$ cat src/design/memPkg.sv
package memPkg;

	// Address bits actually decoded, addresses wrap past this
	localparam int ADDR_BITS = 9;

	// Storage depth in bytes
	localparam int MEM_BYTES = 512;

	// Unsigned loads
	localparam logic [5:0] OP_LDW  = 6'b000000;
	localparam logic [5:0] OP_LDUB = 6'b000001;
	localparam logic [5:0] OP_LDUH = 6'b000010;

	// Stores
	// Doubleword variants are split into two words by the control unit
	localparam logic [5:0] OP_STW  = 6'b000100;
	localparam logic [5:0] OP_STB  = 6'b000101;
	localparam logic [5:0] OP_STH  = 6'b000110;

	// Signed loads
	localparam logic [5:0] OP_LDSB = 6'b001001;
	localparam logic [5:0] OP_LDSH = 6'b001010;

	// Access width
	typedef enum logic [1:0] {
		SIZE_BYTE = 2'd0,
		SIZE_HALF = 2'd1,
		SIZE_WORD = 2'd2
	} memSize_t;

endpackage

$ cat src/design/accessDecoder.sv
`timescale 1ns/1ps

module accessDecoder (
	input  logic             clk,
	input  logic             reset,
	input  logic             enable,
	input  logic [5:0]       opCode,
	input  logic [31:0]      marAddress,
	output logic             storeEnable,
	output memPkg::memSize_t storeSize,
	output logic             loadValid,
	output logic             storeDone,
	output logic             storeError,
	output logic             loadSigned,
	output memPkg::memSize_t loadSize
);

	// Opcode classification
	logic             isLoad;
	logic             isStore;
	logic             isSigned;
	memPkg::memSize_t accessSize;

	// Alignment check result for stores
	logic             aligned;

	always_comb begin
		isLoad     = 1'b0;
		isStore    = 1'b0;
		isSigned   = 1'b0;
		accessSize = memPkg::SIZE_WORD;
		case (opCode)
			memPkg::OP_LDW: begin
				isLoad     = 1'b1;
			end
			memPkg::OP_LDUB: begin
				isLoad     = 1'b1;
				accessSize = memPkg::SIZE_BYTE;
			end
			memPkg::OP_LDUH: begin
				isLoad     = 1'b1;
				accessSize = memPkg::SIZE_HALF;
			end
			memPkg::OP_LDSB: begin
				isLoad     = 1'b1;
				isSigned   = 1'b1;
				accessSize = memPkg::SIZE_BYTE;
			end
			memPkg::OP_LDSH: begin
				isLoad     = 1'b1;
				isSigned   = 1'b1;
				accessSize = memPkg::SIZE_HALF;
			end
			memPkg::OP_STW: begin
				isStore    = 1'b1;
			end
			memPkg::OP_STH: begin
				isStore    = 1'b1;
				accessSize = memPkg::SIZE_HALF;
			end
			memPkg::OP_STB: begin
				isStore    = 1'b1;
				accessSize = memPkg::SIZE_BYTE;
			end
			// Unknown opcodes fall through as neither load nor store
			default: begin
				isLoad     = 1'b0;
			end
		endcase
	end

	// Words need a multiple of four, halfwords an even address
	always_comb begin
		case (accessSize)
			memPkg::SIZE_WORD: aligned = (marAddress[1:0] == 2'b00);
			memPkg::SIZE_HALF: aligned = ~marAddress[0];
			default:           aligned = 1'b1;
		endcase
	end

	// Same-cycle write request to the byte array
	assign storeEnable = enable & isStore & aligned;
	assign storeSize   = accessSize;

	// Request status, lined up with the array's registered read
	always_ff @(posedge clk) begin
		if (reset) begin
			loadValid  <= 1'b0;
			storeDone  <= 1'b0;
			storeError <= 1'b0;
		end else begin
			loadValid  <= enable & isLoad;
			storeDone  <= enable & isStore & aligned;
			storeError <= enable & isStore & ~aligned;
		end
	end

	// Load format only matters when loadValid is set
	always_ff @(posedge clk) begin
		if (enable && isLoad) begin
			loadSize   <= accessSize;
			loadSigned <= isSigned;
		end
	end

endmodule

$ cat config.mk
export PLATFORM = sky130hd
export DESIGN_NAME = accessDecoder
export DESIGN_NICKNAME = d
export VERILOG_FILES = /design/src/design/memPkg.sv /design/src/design/accessDecoder.sv
export SDC_FILE = /design/constraint.sdc
export NUM_CORES = 1
export LEC_CHECK = 0
export ABC_AREA = 1
export BUFFER_PORTS_ARGS = -buffer_cell sky130_fd_sc_hd__buf_2
export CAP_MARGIN = 20
export CORE_AREA = 2 2 39 41
export DETAILED_ROUTE_END_ITERATION = 16
export DIE_AREA = 0 0 41 43
export MAX_ROUTING_LAYER = met4
export PLACE_DENSITY = 0.82
export SETUP_SLACK_MARGIN = 0.4
export SLEW_MARGIN = 20
export SYNTH_ARGS = -nofsm -noshare
export SYNTH_HDL_FRONTEND = slang
export SYNTH_SLANG_ARGS = --single-unit
$ cat constraint.sdc
create_clock -name clk -period 1.1 [get_ports clk]
set_input_delay 0.055 -clock clk [delete_from_list [all_inputs] [get_ports clk]]
set_output_delay 0.055 -clock clk [all_outputs]
set_load 0.02 [all_outputs]
== Word level (Yosys, flattened, before mapping) ==
Cells that the tools add are included.
Storage, ports and cells
  register bits after elaboration: 6
  bits in latches: 0
  bits in writable memories: 0
  ROM bits: 0
  input port bits: 41
  word-level logic and storage cells: 33
  memories: 0
Cells by class
  $add $sub $neg: 0
  multiply operators: 0
  divide/modulo/power cells: 0
  order comparisons: 0
  eq/ne operators: 9
  shift-type cells: 0
  muxes and demuxes: 5
  bitwise gates (word level): 6
  reductions and logical operators: 8
Operators by type and width (number)
  == test 6 x 3 -> 1 bit (second input constant): 3
  == test 6 x 4 -> 1 bit (second input constant): 2
  OR reduction 3 bit: 3
  == test 6 x 1 -> 1 bit (second input constant): 1
  == test 6 x 2 -> 1 bit (second input constant): 1
  logical NOT 6 bit: 1
  OR reduction 5 bit: 1
  bitwise AND 1 bit: 4
  one-hot mux 2 bit (2 select lines): 1
  two-way mux 1 bit: 3
  == test 2 x 1 -> 1 bit (second input constant): 1
  == test 2 bit (second input constant): 1
  logical NOT 2 bit: 1
  inverter 1 bit: 2
  one-hot mux 1 bit (2 select lines): 1
  OR reduction 2 bit: 1
  logical AND 1 bit: 1

== Longest topological paths before layout ==
  word-level depth: 7
  depth in mapped cells: 7
  gate-level depth less buffers: 7

== Worst setup path after synthesis ==
OpenSTA, ideal clock, no wires.
  kind: input-to-output
  from: in opCode[5]
  to: out storeEnable
  arrival time: 748 ps
  setup slack: 297 ps
  cell stages on the path: 5
  cells stage by stage: nor2_4 nand3_2 nand2_2 nand2_2 a21oi_1
Between the ends
  word-level cells in the longest chain between the ends: 6
Ends and longest elaborated chain
  start: declaration: line accessDecoder.sv:7  | input logic [5:0] opCode,
  == test 6 x 3 -> 1 bit, or another cell as far along: line accessDecoder.sv:32  | case (opCode)
  OR reduction 3 bit (no source line)
  one-hot mux 2 bit (2 select lines): line accessDecoder.sv:32
  == test 2 x 1 -> 1 bit or == test 2 bit (tied branches): line accessDecoder.sv:74  | case (accessSize)
  one-hot mux 1 bit (2 select lines): line accessDecoder.sv:74
  bitwise AND 1 bit *: line accessDecoder.sv:82  | assign storeEnable = enable & isStore & aligned;
  end: declaration: line accessDecoder.sv:9  | output logic storeEnable,
Every way passes the cells marked *; elsewhere a longest branch is shown, timed or not.

== Worst setup path in the final report ==
Ends and elaborated chain as after synthesis.

==> summary.txt <==
Run status
  • Status: complete, no violations

Logic synthesis
  • Count leader, synth: inv_1
  • Syn Nets: 86
  • Most used flip-flop cell after synthesis: edfxtp_1
  • Yosys warns: 0
  • Synth Area in Simple Gates: 0.360
  • Top cell type's share of synthesized area: 0.270
  • Post-synth top area cell: edfxtp_1
  • XOR/XNOR share of the synthesized area: 0
  • Post-synth cell types: 13
  • Top cells by area, synth: edfxtp_1 (27%), dfxtp_1 (18%), inv_1 (15%), nand2_1 (11%), nand3_2 (6.0%)
  • Synthesized cell area: 334 sq um
  • Number of synthesized register bits: 6
  • Complex-gate fraction of the synthesized area: 0.0449
  • Post-synth EDFFs: 3
  • Cells after synthesis: 45
  • Adder-cell share of the synthesized area: 0
  • Largest family of logic cells by synthesized area: simple AND/OR/NAND/NOR gates
  • Post-synth top cells: inv_1 (13), nand2_1 (10), nor2_1 (4)
  • Seq/Total Area, Yosys: 0.449
  • Mux contribution to synthesized area: 0
  • FFs w/ async S/R, synth: 0
  • Avg Synthesized Cell Area: 7.42 sq um

Place
  • Hpwl dp: 587 microns
  • Global placer's final weighted congestion: 0.766
  • I/O Buffers: 19

Setup path
  • Crit-path max FO: 4
  • Critical Path Slowest Stage Cell: nor2_4
  • Crit Path Class: in2out
  • CP top delay family: simple AND/OR/NAND/NOR gates
  • Buffers & Inverters on Critical Path: 2
  • CP Data Arrival Time: 0.82 ns
  • Critical Path, Cell by Cell: buf_8 -> nor2_4 -> nand3_2 -> nand2_2 -> nand2_2 -> a21oi_2 -> buf_4
  • WP data required: 1.04 ns
  • Critical path depth in cells: 7
  • Worst Setup End Kind: primary output
  • Crit path from: opCode[5]
  • Crit path top cell by count: nand2_2
  • Startpoint types: primary input
  • Largest stage delay on the critical path: 0.15 ns

Min path
  • Worst hold path class: in2reg
  • Hold Startpoint: reset
  • WHS Path Cells: 4
  • Worst Hold End: storeDone

STA
  • Period utilization: 0.794
  • Max Fclk: 1.15 GHz
  • Unrepaired setup endpoints after global routing: true
  • Slew margin rel.: 0.894
  • Tmin final: 0.873 ns
  • Final setup TNS: 0 ns
  • Worst Tran Pin Value: 0.157 ns
  • Number of setup violations in the final report: 0
  • Final Hold Vio Count: 0
  • Pins Over Slew Limit: 0

Power and ir drop
  • Peak supply drop: 0.274 mV
  • Combinational power share: 0.230
  • Switching share of total power: 0.246
  • Clock network power share: 0.366
  • Leakage: 0.339 nW
  • Power share of the sequential group: 0.404
  • Pwr/cell area: 886 mW/mm^2
  • Internal power: 0.447 mW
  • Net Switching: 0.146 mW

Finish
  • Synth-to-Final Area Change: 100%
  • Finished Core Util: 0.484
  • Final net count: 119
  • Ant diodes: 0
  • Layout cell share with drive strength beyond 1: 0.688

CTS
  • Buffer depth of the longest clock path: 2
  • Root Driver: clkbuf_4
  • Sink Count: 6
  • TritonCTS Buffers: 3
  • Clk pin slew, worst setup/hold paths: 0.05 ns
  • TritonCTS clock tree: yes
  • H-tree depth: 1

Global route
  • Largest net degree at the start of global routing: 5
  • GRT Resource Usage Total: 0.117
  • Total grt overflow: 0
  • Global-route wire length before repair: 1360 microns
  • Initial antenna violation count: 0
  • Number of global-route vias before repair: 377

Floorplanning
  • Die Area: 0.00176 sq mm
  • Initial cell density of the core: 0.241
  • Die width: 41 microns
  • Die Y: 43 microns
  • Io pins: 50
  • Core ar.: 0.00138 sq mm
  • Std cell rows: 14

Detailed routing
  • Final wirelength: 940 microns
  • WL per Instance: 10.1 microns
  • First-pass DRT Iterations: 2
  • Vias per cell: 4.08
  • Starting DRT DRC Count: 4
  • ANT nets after route: 0
  • DR vias: 379
  • DRC: 0

Flow run
  • Max-Cap Viols: 0
power by group through the flow:
stage                     logic, mW  registers (mW)  clock network (mW)
after global placement       0.0793           0.243                   0
after floorplan              0.0405           0.248                   0
after CTS                     0.114           0.239               0.227
after detailed placement     0.0822           0.243                   0
final                         0.136           0.240               0.217
after global routing          0.148           0.240               0.228
cells in the final DEF, fill, tap and decap left out:
master,instances
nand4_1,1
a21oi_2,2
edfxtp_1,3
inv_2,6
nand2_2,4
dlygate4sd3_1,1
o21ai_1,1
clkbuf_4,3
clkbuf_1,1
buf_4,5
inv_1,7
nand3_2,3
nor2_1,2
buf_6,12
nor2_4,3
buf_2,8
dfxtp_2,3
nand2_1,8
nor2_2,2
buf_8,2
metal layers:
metal	vias to the layer above	track usage	wire, microns
met5	-	-	0
met4	0	0.0867	0
met3	0	0.0105	53
met2	15	0.209	583
met1	168	0.101	303
li1	196	-	-
worst max path at each step:
stage | end | slack [ns]
after CTS | storeEnable | 0.22
after global routing | storeEnable | 0.19
after detailed placement | loadSize[1] | 0.14
final | storeEnable | 0.23
after global placement | loadSigned | 0.15
after floorplan | loadSigned | 0.35
registers in the layout, summed over array words and instances (netlist names):
register / count
storeError: 1
loadValid: 1
loadSigned: 1
loadSize: 2
storeDone: 1
cell families (layout without fill, tap and decap cells):
kind of cell,count (synthesis),count (layout)
flops,6,6
buf+inv,13,45
compound gates,3,3
simple gates,23,23
stage by stage:
step,hold WS (ns),total power [mW],worst slack [ns],instance area (sq um),instances
floorplan,0.127,0.288,0.345,345,45
global placement,0.233,0.322,0.150,460,80
detailed placement,0.238,0.325,0.142,460,80
CTS,0.0617,0.580,0.216,609,92
global route,0.139,0.616,0.192,669,93
finish,0.114,0.593,0.227,669,93
area by class of cell:
cell class / instances / area [sq um]
clock buffers: 4 / 26.3
inverters: 13 / 48.8
repair buffers: 28 / 253
well taps: 16 / 20.0
flip-flops and latches: 6 / 154
fillers: 134 / 714
multi-input cells: 26 / 168
timing repair:
action	CTS	global route
resized for setup	21	15
hold buffers	1	0
endpoints found under the setup margin	10	16
setup buffers	7	1
hold endpoints to repair	1	0
pin swaps	9	10
Power figures use the tool's default switching activity.
