<file path="src/design/memPkg.sv">
package memPkg;

	// Address bits actually decoded, addresses wrap past this
	localparam int ADDR_BITS = 9;

	// Storage depth in bytes
	localparam int MEM_BYTES = 512;

	// Unsigned loads
	localparam logic [5:0] OP_LDW  = 6'b000000;
	localparam logic [5:0] OP_LDUB = 6'b000001;
	localparam logic [5:0] OP_LDUH = 6'b000010;

	// Stores
	// Doubleword variants are split into two words by the control unit
	localparam logic [5:0] OP_STW  = 6'b000100;
	localparam logic [5:0] OP_STB  = 6'b000101;
	localparam logic [5:0] OP_STH  = 6'b000110;

	// Signed loads
	localparam logic [5:0] OP_LDSB = 6'b001001;
	localparam logic [5:0] OP_LDSH = 6'b001010;

	// Access width
	typedef enum logic [1:0] {
		SIZE_BYTE = 2'd0,
		SIZE_HALF = 2'd1,
		SIZE_WORD = 2'd2
	} memSize_t;

endpackage

</file>
<file path="src/design/memResponse.sv">
`timescale 1ns/1ps

module memResponse (
	input  logic             clk,
	input  logic             reset,
	input  logic             loadValid,
	input  logic             storeDone,
	input  logic             storeError,
	input  logic             loadSigned,
	input  memPkg::memSize_t loadSize,
	input  logic [31:0]      readBytes,
	output logic [31:0]      mdrDataOut,
	output logic             mfc,
	output logic             mset
);

	// Extension bit for the upper part of the result
	logic        fillBit;

	// Load result before registering
	logic [31:0] loadData;

	// First loaded byte always sits in the top lane
	assign fillBit = loadSigned & readBytes[31];

	always_comb begin
		case (loadSize)
			memPkg::SIZE_WORD: begin
				loadData = readBytes;
			end
			memPkg::SIZE_HALF: begin
				// Two bytes, right-justified
				loadData = {{16{fillBit}}, readBytes[31:16]};
			end
			default: begin
				// Single byte, right-justified
				loadData = {{24{fillBit}}, readBytes[31:24]};
			end
		endcase
	end

	// Completion and error strobes, one cycle each
	always_ff @(posedge clk) begin
		if (reset) begin
			mfc  <= 1'b0;
			mset <= 1'b0;
		end else begin
			mfc  <= loadValid | storeDone;
			mset <= storeError;
		end
	end

	// Data register holds until the next load
	// Stores leave it alone
	always_ff @(posedge clk) begin
		if (reset) begin
			mdrDataOut <= 32'h0;
		end else if (loadValid) begin
			mdrDataOut <= loadData;
		end
	end

endmodule

</file>
<file path="config.mk">
export PLATFORM = sky130hd
export DESIGN_NAME = memResponse
export DESIGN_NICKNAME = d
export VERILOG_FILES = /design/src/design/memPkg.sv /design/src/design/memResponse.sv
export SDC_FILE = /design/constraint.sdc
export NUM_CORES = 1
export LEC_CHECK = 0
export BUFFER_PORTS_ARGS = -buffer_cell sky130_fd_sc_hd__buf_2
export CAP_MARGIN = 10
export CORE_MARGIN = 1
export CORE_UTILIZATION = 45
export DETAILED_ROUTE_END_ITERATION = 12
export PLACE_DENSITY = 0.88
export SLEW_MARGIN = 20
export SYNTH_ARGS = -nofsm -noshare
export SYNTH_HDL_FRONTEND = slang
export SYNTH_SLANG_ARGS = --single-unit
export TNS_END_PERCENT = 50
</file>
<file path="constraint.sdc">
create_clock -name clk -period 1.65 [get_ports clk]
set_input_delay 0.33 -clock clk [delete_from_list [all_inputs] [get_ports clk]]
set_output_delay 0.33 -clock clk [all_outputs]
set_load 0.05 [all_outputs]
</file>
# Word level (Yosys, flattened, before mapping)
# Index checks and enable logic that the tools add are counted.
totals:
  register_bits: 34
  input_bits: 40
op_classes:
  eq_ne: 2
  muxes: 1
  bitwise_logic: 2
op_table:
  columns: ["cell", "n"]
  rows:
  - ["$pmux W32 S2", 1]
  - ["$eq A2 B1 Y1 const B", 1]
  - ["$eq A2 B2 Y1 const B", 1]
  - ["$and A1 B1 Y1", 1]
  - ["$or A1 B1 Y1", 1]

# Depth between registers and ports, before layout
# Gate-level depths: netlist of the first run.
depth:
  ltp_word: 2
  mapped_depth: 7

# Worst setup path before layout of the first run
# No wires, ideal clock.
synth_path:
  path_type: "input port to flip-flop"
  start: "input port loadSize[0]"
  end: "register mdrDataOut[25]"
  required_time_ns: 1.529
  setup_slack_ns: 0.125
  arrival_ns: 1.404
  cell_stages: 7
  path_cell_list: "inv_1 -> ha_1 -> nand2b_1 -> buf_4 -> a31oi_4 -> buf_6 -> a211oi_1"
synth_via:
  elab_chain_cells: 2
synth_lines:
  columns: ["item", "line_no", "source"]
  rows:
  - ["from (decl)", "memResponse.sv:10", "input memPkg::memSize_t loadSize,"]
  - ["$eq A2 B1 Y1 or $eq A2 B2 Y1 (tied branches)", "memResponse.sv:27", "case (loadSize)"]
  - ["$pmux W32 S2 (*)", "memResponse.sv:27", null]
  - ["to (signal assigned)", "memResponse.sv:59", "mdrDataOut <= loadData;"]
  - ["to (decl)", "memResponse.sv:12", "output logic [31:0] mdrDataOut,"]
# Every way passes the cells marked *; elsewhere a longest branch is shown, timed or not.
# A chain may end at the register's enable or synchronous reset.

# Final worst setup path of the first run
layout_path:
  start: "input port loadSize[0]"
  end: "register mdrDataOut[0]"
# The elaborated chain is that of the path after synthesis.

==> run_results.csv, run 1 <==
group,metric,value,unit
clock_network,post_cts_hold_buffer_count,0,
clock_network,clk_pin_slew_worst_paths,0.10,ns
clock_network,cts.path.max_buffers,2,
placed_design,numPlacedInstances,272,
logic_synthesis,synth.distinct_cells,20,
placed_design,dp_hpwl,2.872,mm
placed_design,place_congestion,0.7787,
final_layout,multi_input_comb_area,635.6,um^2
clock_network,worst_skew_late_latency,0.33,ns
timing,slew_headroom,68.33,%
logic_synthesis,syn_nets,201,
setup_path,slowest_delay,0.29,ns
setup_path,cp-start-kind,"primary input",
grt,number_of_antenna_violations_at_the_first_check_in_global_routing,0,
logic_synthesis,post_synth_edffs,0,
setup_path,cell_family_contributing_the_most_delay_on_the_critical_path,"buffers and inverters",
drt,drt-initial-drc-count,84,
logic_synthesis,synth.avg_cell_area,9.223,um^2
floorplan,floorplan.core_area,3078,um^2
grt,remaining_global_route_overflow,0,
timing,timing.final.crit_share,79.45,%
floorplan,floorplan.initialDensity,47.64,%
grt,grt_first_pass_wirelength,6.037,mm
clock_network,post_cts_buffers,0,
timing,tns,0,ns
timing,max_freq,0.7628,GHz
floorplan,die_x,59.09,um
pwr,cellPowerDensity,1048,nW/um^2
run,max_cap_violations,0,
logic_synthesis,ys_ff_latch,34,
final_layout,area.growth.synth_to_final,29.52,%
setup_path,critical_path.cell_chain,"buf_2, inv_1, ha_1, nand2b_1, buf_4, a221oi_1, nor3_1",
final_layout,n_fill_cell,295,
drt,post_drt_via_cell_ratio,5.311,
clock_network,clock_sinks,34,
floorplan,standard_cell_row_count,20,
final_layout,drive_above_1_share,39.41,%
setup_path,setup.worst_path.class,"primary input to flip-flop",
clock_network,h-tree-depth,2,
timing,max_slew.worst_pin.slew,0.4751,ns
clock_network,root_buffer,"clkbuf_4",
setup_path,timing.critical_path.buf_inv,3,
drt,antenna_violating_nets_post_route,0,
clock_network,post_cts.resized_instances,0,
grt,grt_util_all_layers,23.14,%
drt,drc_errors,0,
logic_synthesis,syn_area,1466,um^2
logic_synthesis,synthesis.yosys.warnings,0,
grt,first_global_vias,1353,
logic_synthesis,synth-async-reset-ratio,0,%
timing,report.final.hold_viol_count,0,
drt,post_drt_wl_per_cell,13.51,um
final_layout,finish.cell_count_without_fillers,280,
floorplan,die-area,3491,um^2
drt,wl,3.783,mm
timing,final_period_minus_worst_setup_slack,1.311,ns
timing,final.setup_skew,0,ns
placed_design,portBuffers,73,
floorplan,io-pin-count,74,
timing,rsz0062_at_grt,"false",
status,outcome,"finished clean",
setup_path,cp.arrival,1.53,ns
final_layout,final-seq-area,680.7,um^2
setup_path,timing.critical_path.slowest_stage_cell,"ha_1",
drt,route.vias.total,1487,
clock_network,cts_tree,"yes",
setup_path,category_of_the_worst_setup_path_capture_point,"flip-flop",
floorplan,chipHeight,59.09,um
drt,total_iterations_of_the_first_detailed_routing_run,5,
pwr,leakagePower,0.8864,nW
final_layout,antenna_cells_inserted,0,
logic_synthesis,netlist_instances,159,
pwr,ir_drop,577.3,uV
clock_network,cts_buffers,5,
timing,timing_max_transition_violations_final,0,
grt,largest_net_degree_at_the_start_of_global_routing,27,
setup_path,timing.critical_path.required,1.87,ns
timing,finalSetupViolations,0,
logic_synthesis,synth.yosys.seq_area_share,46.42,%
setup_path,crit_path_max_fanout,6,
logic_synthesis,synth-main-ff-cell,"dfxtp_1",
final_layout,number_of_nets_in_the_layout,277,
min_path,min_path_type,"primary input to flip-flop",
[report_power, final]
part	internal, mW	switching [mW]
Clock	0.206	0.265
Sequential	0.890	0.0328
Combinational	0.174	0.422
Total	1.27	0.720
[cells in the mapped netlist, types with 2 or more instances]
cell	instances	share of area (%)
inv_1	2	0.51
dfxtp_1	34	46
buf_6	4	3.1
clkbuf_1	3	0.77
nor3_1	16	5.5
o22ai_1	6	2.6
a221oi_1	16	9.6
nand3b_1	2	1.0
nand2_1	18	4.6
a211oi_1	16	8.2
o21ai_0	2	0.68
buf_2	2	0.68
nor2_1	26	6.7
clkbuf_8	5	4.7
ha_1	2	1.7
[final timing paths]
check	startpoint	end	slack, ns	depth (start not counted)
worst max register to register	mdrDataOut[21]	mdrDataOut[21]	0.93	2
worst min register to register	mdrDataOut[13]	mdrDataOut[13]	0.49	2
worst max-delay path	loadSize[0]	mdrDataOut[0]	0.34	7
worst min-delay path	storeDone	mfc	0.20	3
[logic make-up after synthesis]
logic type,count (synthesis),synth area share (%)
flip-flops,34,46.42
AO/OA/AOI/OAI,42,23.04
adder cells (fa/ha/maj),2,1.706
AND/OR/NAND/NOR,64,18.60
buffers and inverters,17,10.24
[registers in the layout (all words and copies together), names as in the netlist]
signal / flops
mfc: 1
mset: 1
mdrDataOut: 32
[area by class of cell]
| class | instances | share of cell area, % |
|---|---|---|
| repair buffers | 84 | 24.24 |
| flip-flops and latches | 34 | 35.84 |
| well taps | 44 | 2.899 |
| clock inverters | 1 | 0.2635 |
| inverters | 2 | 0.3953 |
| clock buffers | 7 | 2.899 |
| multi-input cells | 108 | 33.47 |
[layout by cell type (no fill, tap or decap)]
master    synthesis  layout
clkbuf_4          0       5
buf_4             1      10
nor3_1           16      16
o21ai_0           2       2
a221oi_1         16      16
buf_2             2      73
o22ai_1           6       6
buf_12            0       1
clkbuf_1          3       1
inv_1             2       2
nand3b_1          2       2
a211oi_1         16      16
nand2_1          18      18
dfxtp_1          34      34
a31oi_4           1       1
nor2_1           26      26
a31o_2            1       1
ha_1              2       2
clkinv_2          0       1
nand2b_1          1       1
nor2b_1           1       1
clkbuf_8          5       1
[worst min-delay path, stage by stage]
cell,delay [ns]
buf_2,0.08
nor2_1,0.03
nor2_1,0.07
[per-layer routing]
layer | part of all wire (%) | global-route usage (%) | wire length, um | up-vias
met5 | 0 | 0 | 0 | -
met4 | 1.5 | 9.184 | 56 | 0
met3 | 7.9 | 6.332 | 300 | 7
met2 | 46 | 37.99 | 1757 | 70
met1 | 44 | 28.75 | 1670 | 673
li1 | - | - | - | 737
[stage by stage]
step | setup slack [ns] | util (%) | instance area (um^2) | hold slack, ns | power (mW)
2_1_floorplan | 0.1253 | - | 1466 | 0.4458 | 1.375
4_1_cts | 0.3308 | 61.71 | 1899 | 0.1966 | 2.006
6_report | 0.3390 | 61.71 | 1899 | 0.2041 | 1.991
3_3_place_gp | 0.01073 | 59.76 | 1839 | 0.4791 | 1.528
3_5_place_dp | -0.02175 | 59.76 | 1839 | 0.4735 | 1.538
5_1_grt | 0.2058 | 61.71 | 1899 | 0.2120 | 2.083
Note: power is estimated with default switching activity, not from simulation.
==> inputs of run 2 (changes only) <==
- ABC_AREA: default -> 1
- CORE_UTILIZATION: 45 -> 42
- PLACE_DENSITY: 0.88 -> 0.84
- clock period: 1.65 -> 1.1 ns (I/O delays scaled with it)
==> run 2 against run 1 <==
  * Non-clock buffer count increased by 1
  * Routed wire length rose by 22%
  * Sequential cell count unchanged
  * Critical endpoint is now mdrDataOut[4]
  * Largest power group unchanged
==> run_results.csv, run 2 <==
group,metric,value,unit
grt,grt_util_met1,28.33,%
clock_network,root_buffer,"clkbuf_8",
drt,drt-initial-drc-count,116,
logic_synthesis,post_synth_mux_area_share,0,%
logic_synthesis,ys_top_cells_by_count,"nand2_1 (113), dfxtp_1 (34), o21ai_0 (32)",
logic_synthesis,synth.yosys.seq_area_share,40.09,%
clock_network,cts_buffers,5,
grt,largest_net_degree_at_the_start_of_global_routing,33,
final_layout,max_flop_register,"mdrDataOut",
setup_path,timing.critical_path.required,0.88,ns
floorplan,floorplan.core_area,3771,um^2
placed_design,dp_hpwl,3.371,mm
final_layout,largest_registers,"mdrDataOut: 32 flops, mfc: 1 flops, mset: 1 flops",
clock_network,worst_skew_late_latency,0.28,ns
floorplan,floorplan.initialDensity,45.02,%
drt,antenna_violating_nets_post_route,0,
grt,global_routing_met2_resource_utilization,35.31,%
final_layout,layout.cells.most_common_list,"nand2_1 (113), buf_2 (40), dfxtp_1 (34), o21ai_0 (32), buf_4 (32)",
grt,gr-usage-met3,5.729,%
setup_path,cp-start-kind,"flip-flop",
logic_synthesis,synth-main-ff-cell,"dfxtp_1",
timing,rsz0062_at_grt,"false",
min_path,min_from,"reset",
logic_synthesis,synthesis.yosys.warnings,0,
final_layout,n_fill_cell,350,
logic_synthesis,post_synth_edffs,0,
final_layout,antenna_cells_inserted,0,
timing,timing_max_transition_violations_final,0,
drt,post_drt_via_cell_ratio,5.032,
setup_path,crit_path_max_fanout,2,
logic_synthesis,syn_area,1698,um^2
setup_path,critical_path.cell_chain,"clkbuf_4",
grt,number_of_antenna_violations_at_the_first_check_in_global_routing,0,
pwr,p_total,3.265,mW
placed_design,portBuffers,73,
logic_synthesis,synth_adder_area_share,1.474,%
timing,tns,0,ns
timing,max_freq,0.9375,GHz
setup_path,setup.worst_path.class,"flip-flop to output pin",
setup_path,timing.rr.start,"mdrDataOut[21]",
timing,max_slew.worst_pin.slew,0.3112,ns
logic_synthesis,netlist_instances,251,
clock_network,clock_sinks,34,
grt,first_global_vias,1689,
status,outcome,"finished clean",
timing,final_period_minus_worst_setup_slack,1.067,ns
floorplan,chipHeight,65.58,um
run,max_cap_violations,0,
clock_network,post_cts_hold_buffer_count,0,
clock_network,post_cts_buffers,0,
timing,finalSetupViolations,0,
pwr,leakagePower,1.175,nW
final_layout,number_of_nets_in_the_layout,367,
clock_network,h-tree-depth,2,
logic_synthesis,synth.avg_cell_area,6.764,um^2
logic_synthesis,synthMostInstantiatedCell,"nand2_1",
floorplan,die_x,65.58,um
clock_network,clk_pin_slew_worst_paths,0.07,ns
logic_synthesis,synth_compound_gate_area_share,23.43,%
final_layout,drive_above_1_share,33.13,%
setup_path,slowest_delay,0.33,ns
logic_synthesis,synth.distinct_cells,16,
clock_network,cts_tree,"yes",
timing,timing.final.crit_share,96.97,%
timing,report.final.hold_viol_count,0,
logic_synthesis,syn_nets,293,
final_layout,area.growth.synth_to_final,36.99,%
setup_path,critPathLaunch,"mdrDataOut[4]",
drt,total_iterations_of_the_first_detailed_routing_run,5,
floorplan,die-area,4301,um^2
floorplan,io-pin-count,74,
logic_synthesis,top_cells_by_area_in_the_synthesized_netlist,"dfxtp_1 (40%), nand2_1 (25%), o21ai_0 (9.4%)",
placed_design,post_dp_cell_area,2146,um^2
drt,post_drt_wl_per_cell,12.29,um
placed_design,place_congestion,0.8925,
logic_synthesis,synth_top_family_by_area,"simple AND/OR/NAND/NOR gates",
logic_synthesis,synthXorXnorAreaFrac,0,%
pwr,ir_drop,799.7,uV
grt,top_usage_layer,"met2",
logic_synthesis,synth_largest_type_area_fraction,40.09,%
final_layout,final_cell_area,2326,um^2
grt,grt_util_all_layers,22.34,%
setup_path,timing.critical_path.buf_inv,1,
logic_synthesis,synth_simple_gate_area_share,26.97,%
clock_network,cts.path.max_buffers,2,
min_path,min_path_type,"primary input to flip-flop",
drt,drc_errors,0,
final_layout,most_common_cell_after_layout_fill_and_taps_aside,"nand2_1",
drt,route.vias.total,1882,
logic_synthesis,yosys.area.top_type,"dfxtp_1",
drt,wl,4.598,mm
setup_path,timing.critical_path.slowest_stage_cell,"dfxtp_1",
grt,remaining_global_route_overflow,0,
timing,slew_headroom,79.25,%
final_layout,largest_reg_flops,32,
logic_synthesis,ys_ff_latch,34,
setup_path,cell_family_contributing_the_most_delay_on_the_critical_path,"flip-flops",
grt,grt_first_pass_wirelength,7.341,mm
logic_synthesis,synth-async-reset-ratio,0,%
floorplan,standard_cell_row_count,22,
setup_path,category_of_the_worst_setup_path_capture_point,"output pin",
pwr,cellPowerDensity,1404,nW/um^2
setup_path,cp.arrival,0.85,ns
timing,final.setup_skew,0,ns
==> run 2: cell types whose count changed in the layout (fill, tap and decap cells not counted), moves of 22 or more <==
cell	previous run	this run
nand2_1	18	113
o21ai_0	2	32
a21oi_1	0	30
buf_2	73	40
buf_4	10	32
nor2_1	26	3
==> run 2: final timing paths <==
path / endpoint / slack [ns] / depth (start not counted)
hold reg to reg: mdrDataOut[11] / 0.52 / 2
setup reg to reg: mdrDataOut[21] / 0.41 / 2
setup / recovery: mdrDataOut[4] / 0.03 / 1
hold / removal: mset / 0.11 / 2
==> run 2: repair_timing <==
action                     4_1_cts  5_1_grt
resized for setup               18       23
setup endpoints to repair       18       39
pin swaps                        0        0
==> run 2: cell families (layout without fill, tap and decap cells) <==
logic type | after synthesis | count (layout)
and+or+nand+nor | 118 | 118
AOI/OAI and AO/OA | 72 | 72
DFF | 34 | 34
buffers and inverters | 25 | 100
adders and majority gates | 2 | 2
==> run 2: power by group <==
| group | internal [mW] | switching (mW) |
|---|---|---|
| clock | 0.505 | 0.445 |
| sequential | 1.32 | 0.0449 |
| combinational | 0.319 | 0.632 |
==> run 2: cell type report <==
class                      instances  area, um^2  area share (%)
clock buffer                       7       86.33           3.712
clock inverter                     1       5.005          0.2152
inverter                           7       28.78           1.237
multi-input combinational        192       898.4           38.62
sequential                        34       680.7           29.26
tap                               48       60.06           2.582
timing repair buffer              85       566.8           24.37
==> run 2: layer usage <==
layer  wire length (um)  up-vias
met5                  0        -
met4                112        0
met3                366       12
met2               2065       88
met1               2053      831
li1                   -      951
==> run 2: stage by stage <==
step | cells | hold slack [ns] | utilization [%] | setup WS (ns)
2_1_floorplan | 251 | 0.2912 | - | -0.0007320
3_3_place_gp | 366 | 0.4138 | 56.90 | -0.2277
3_5_place_dp | 366 | 0.4161 | 56.90 | -0.2612
4_1_cts | 374 | 0.1127 | 60.52 | 0.0003729
5_1_grt | 374 | 0.1114 | 61.68 | 0.0005030
6_report | 374 | 0.1132 | 61.68 | 0.03331
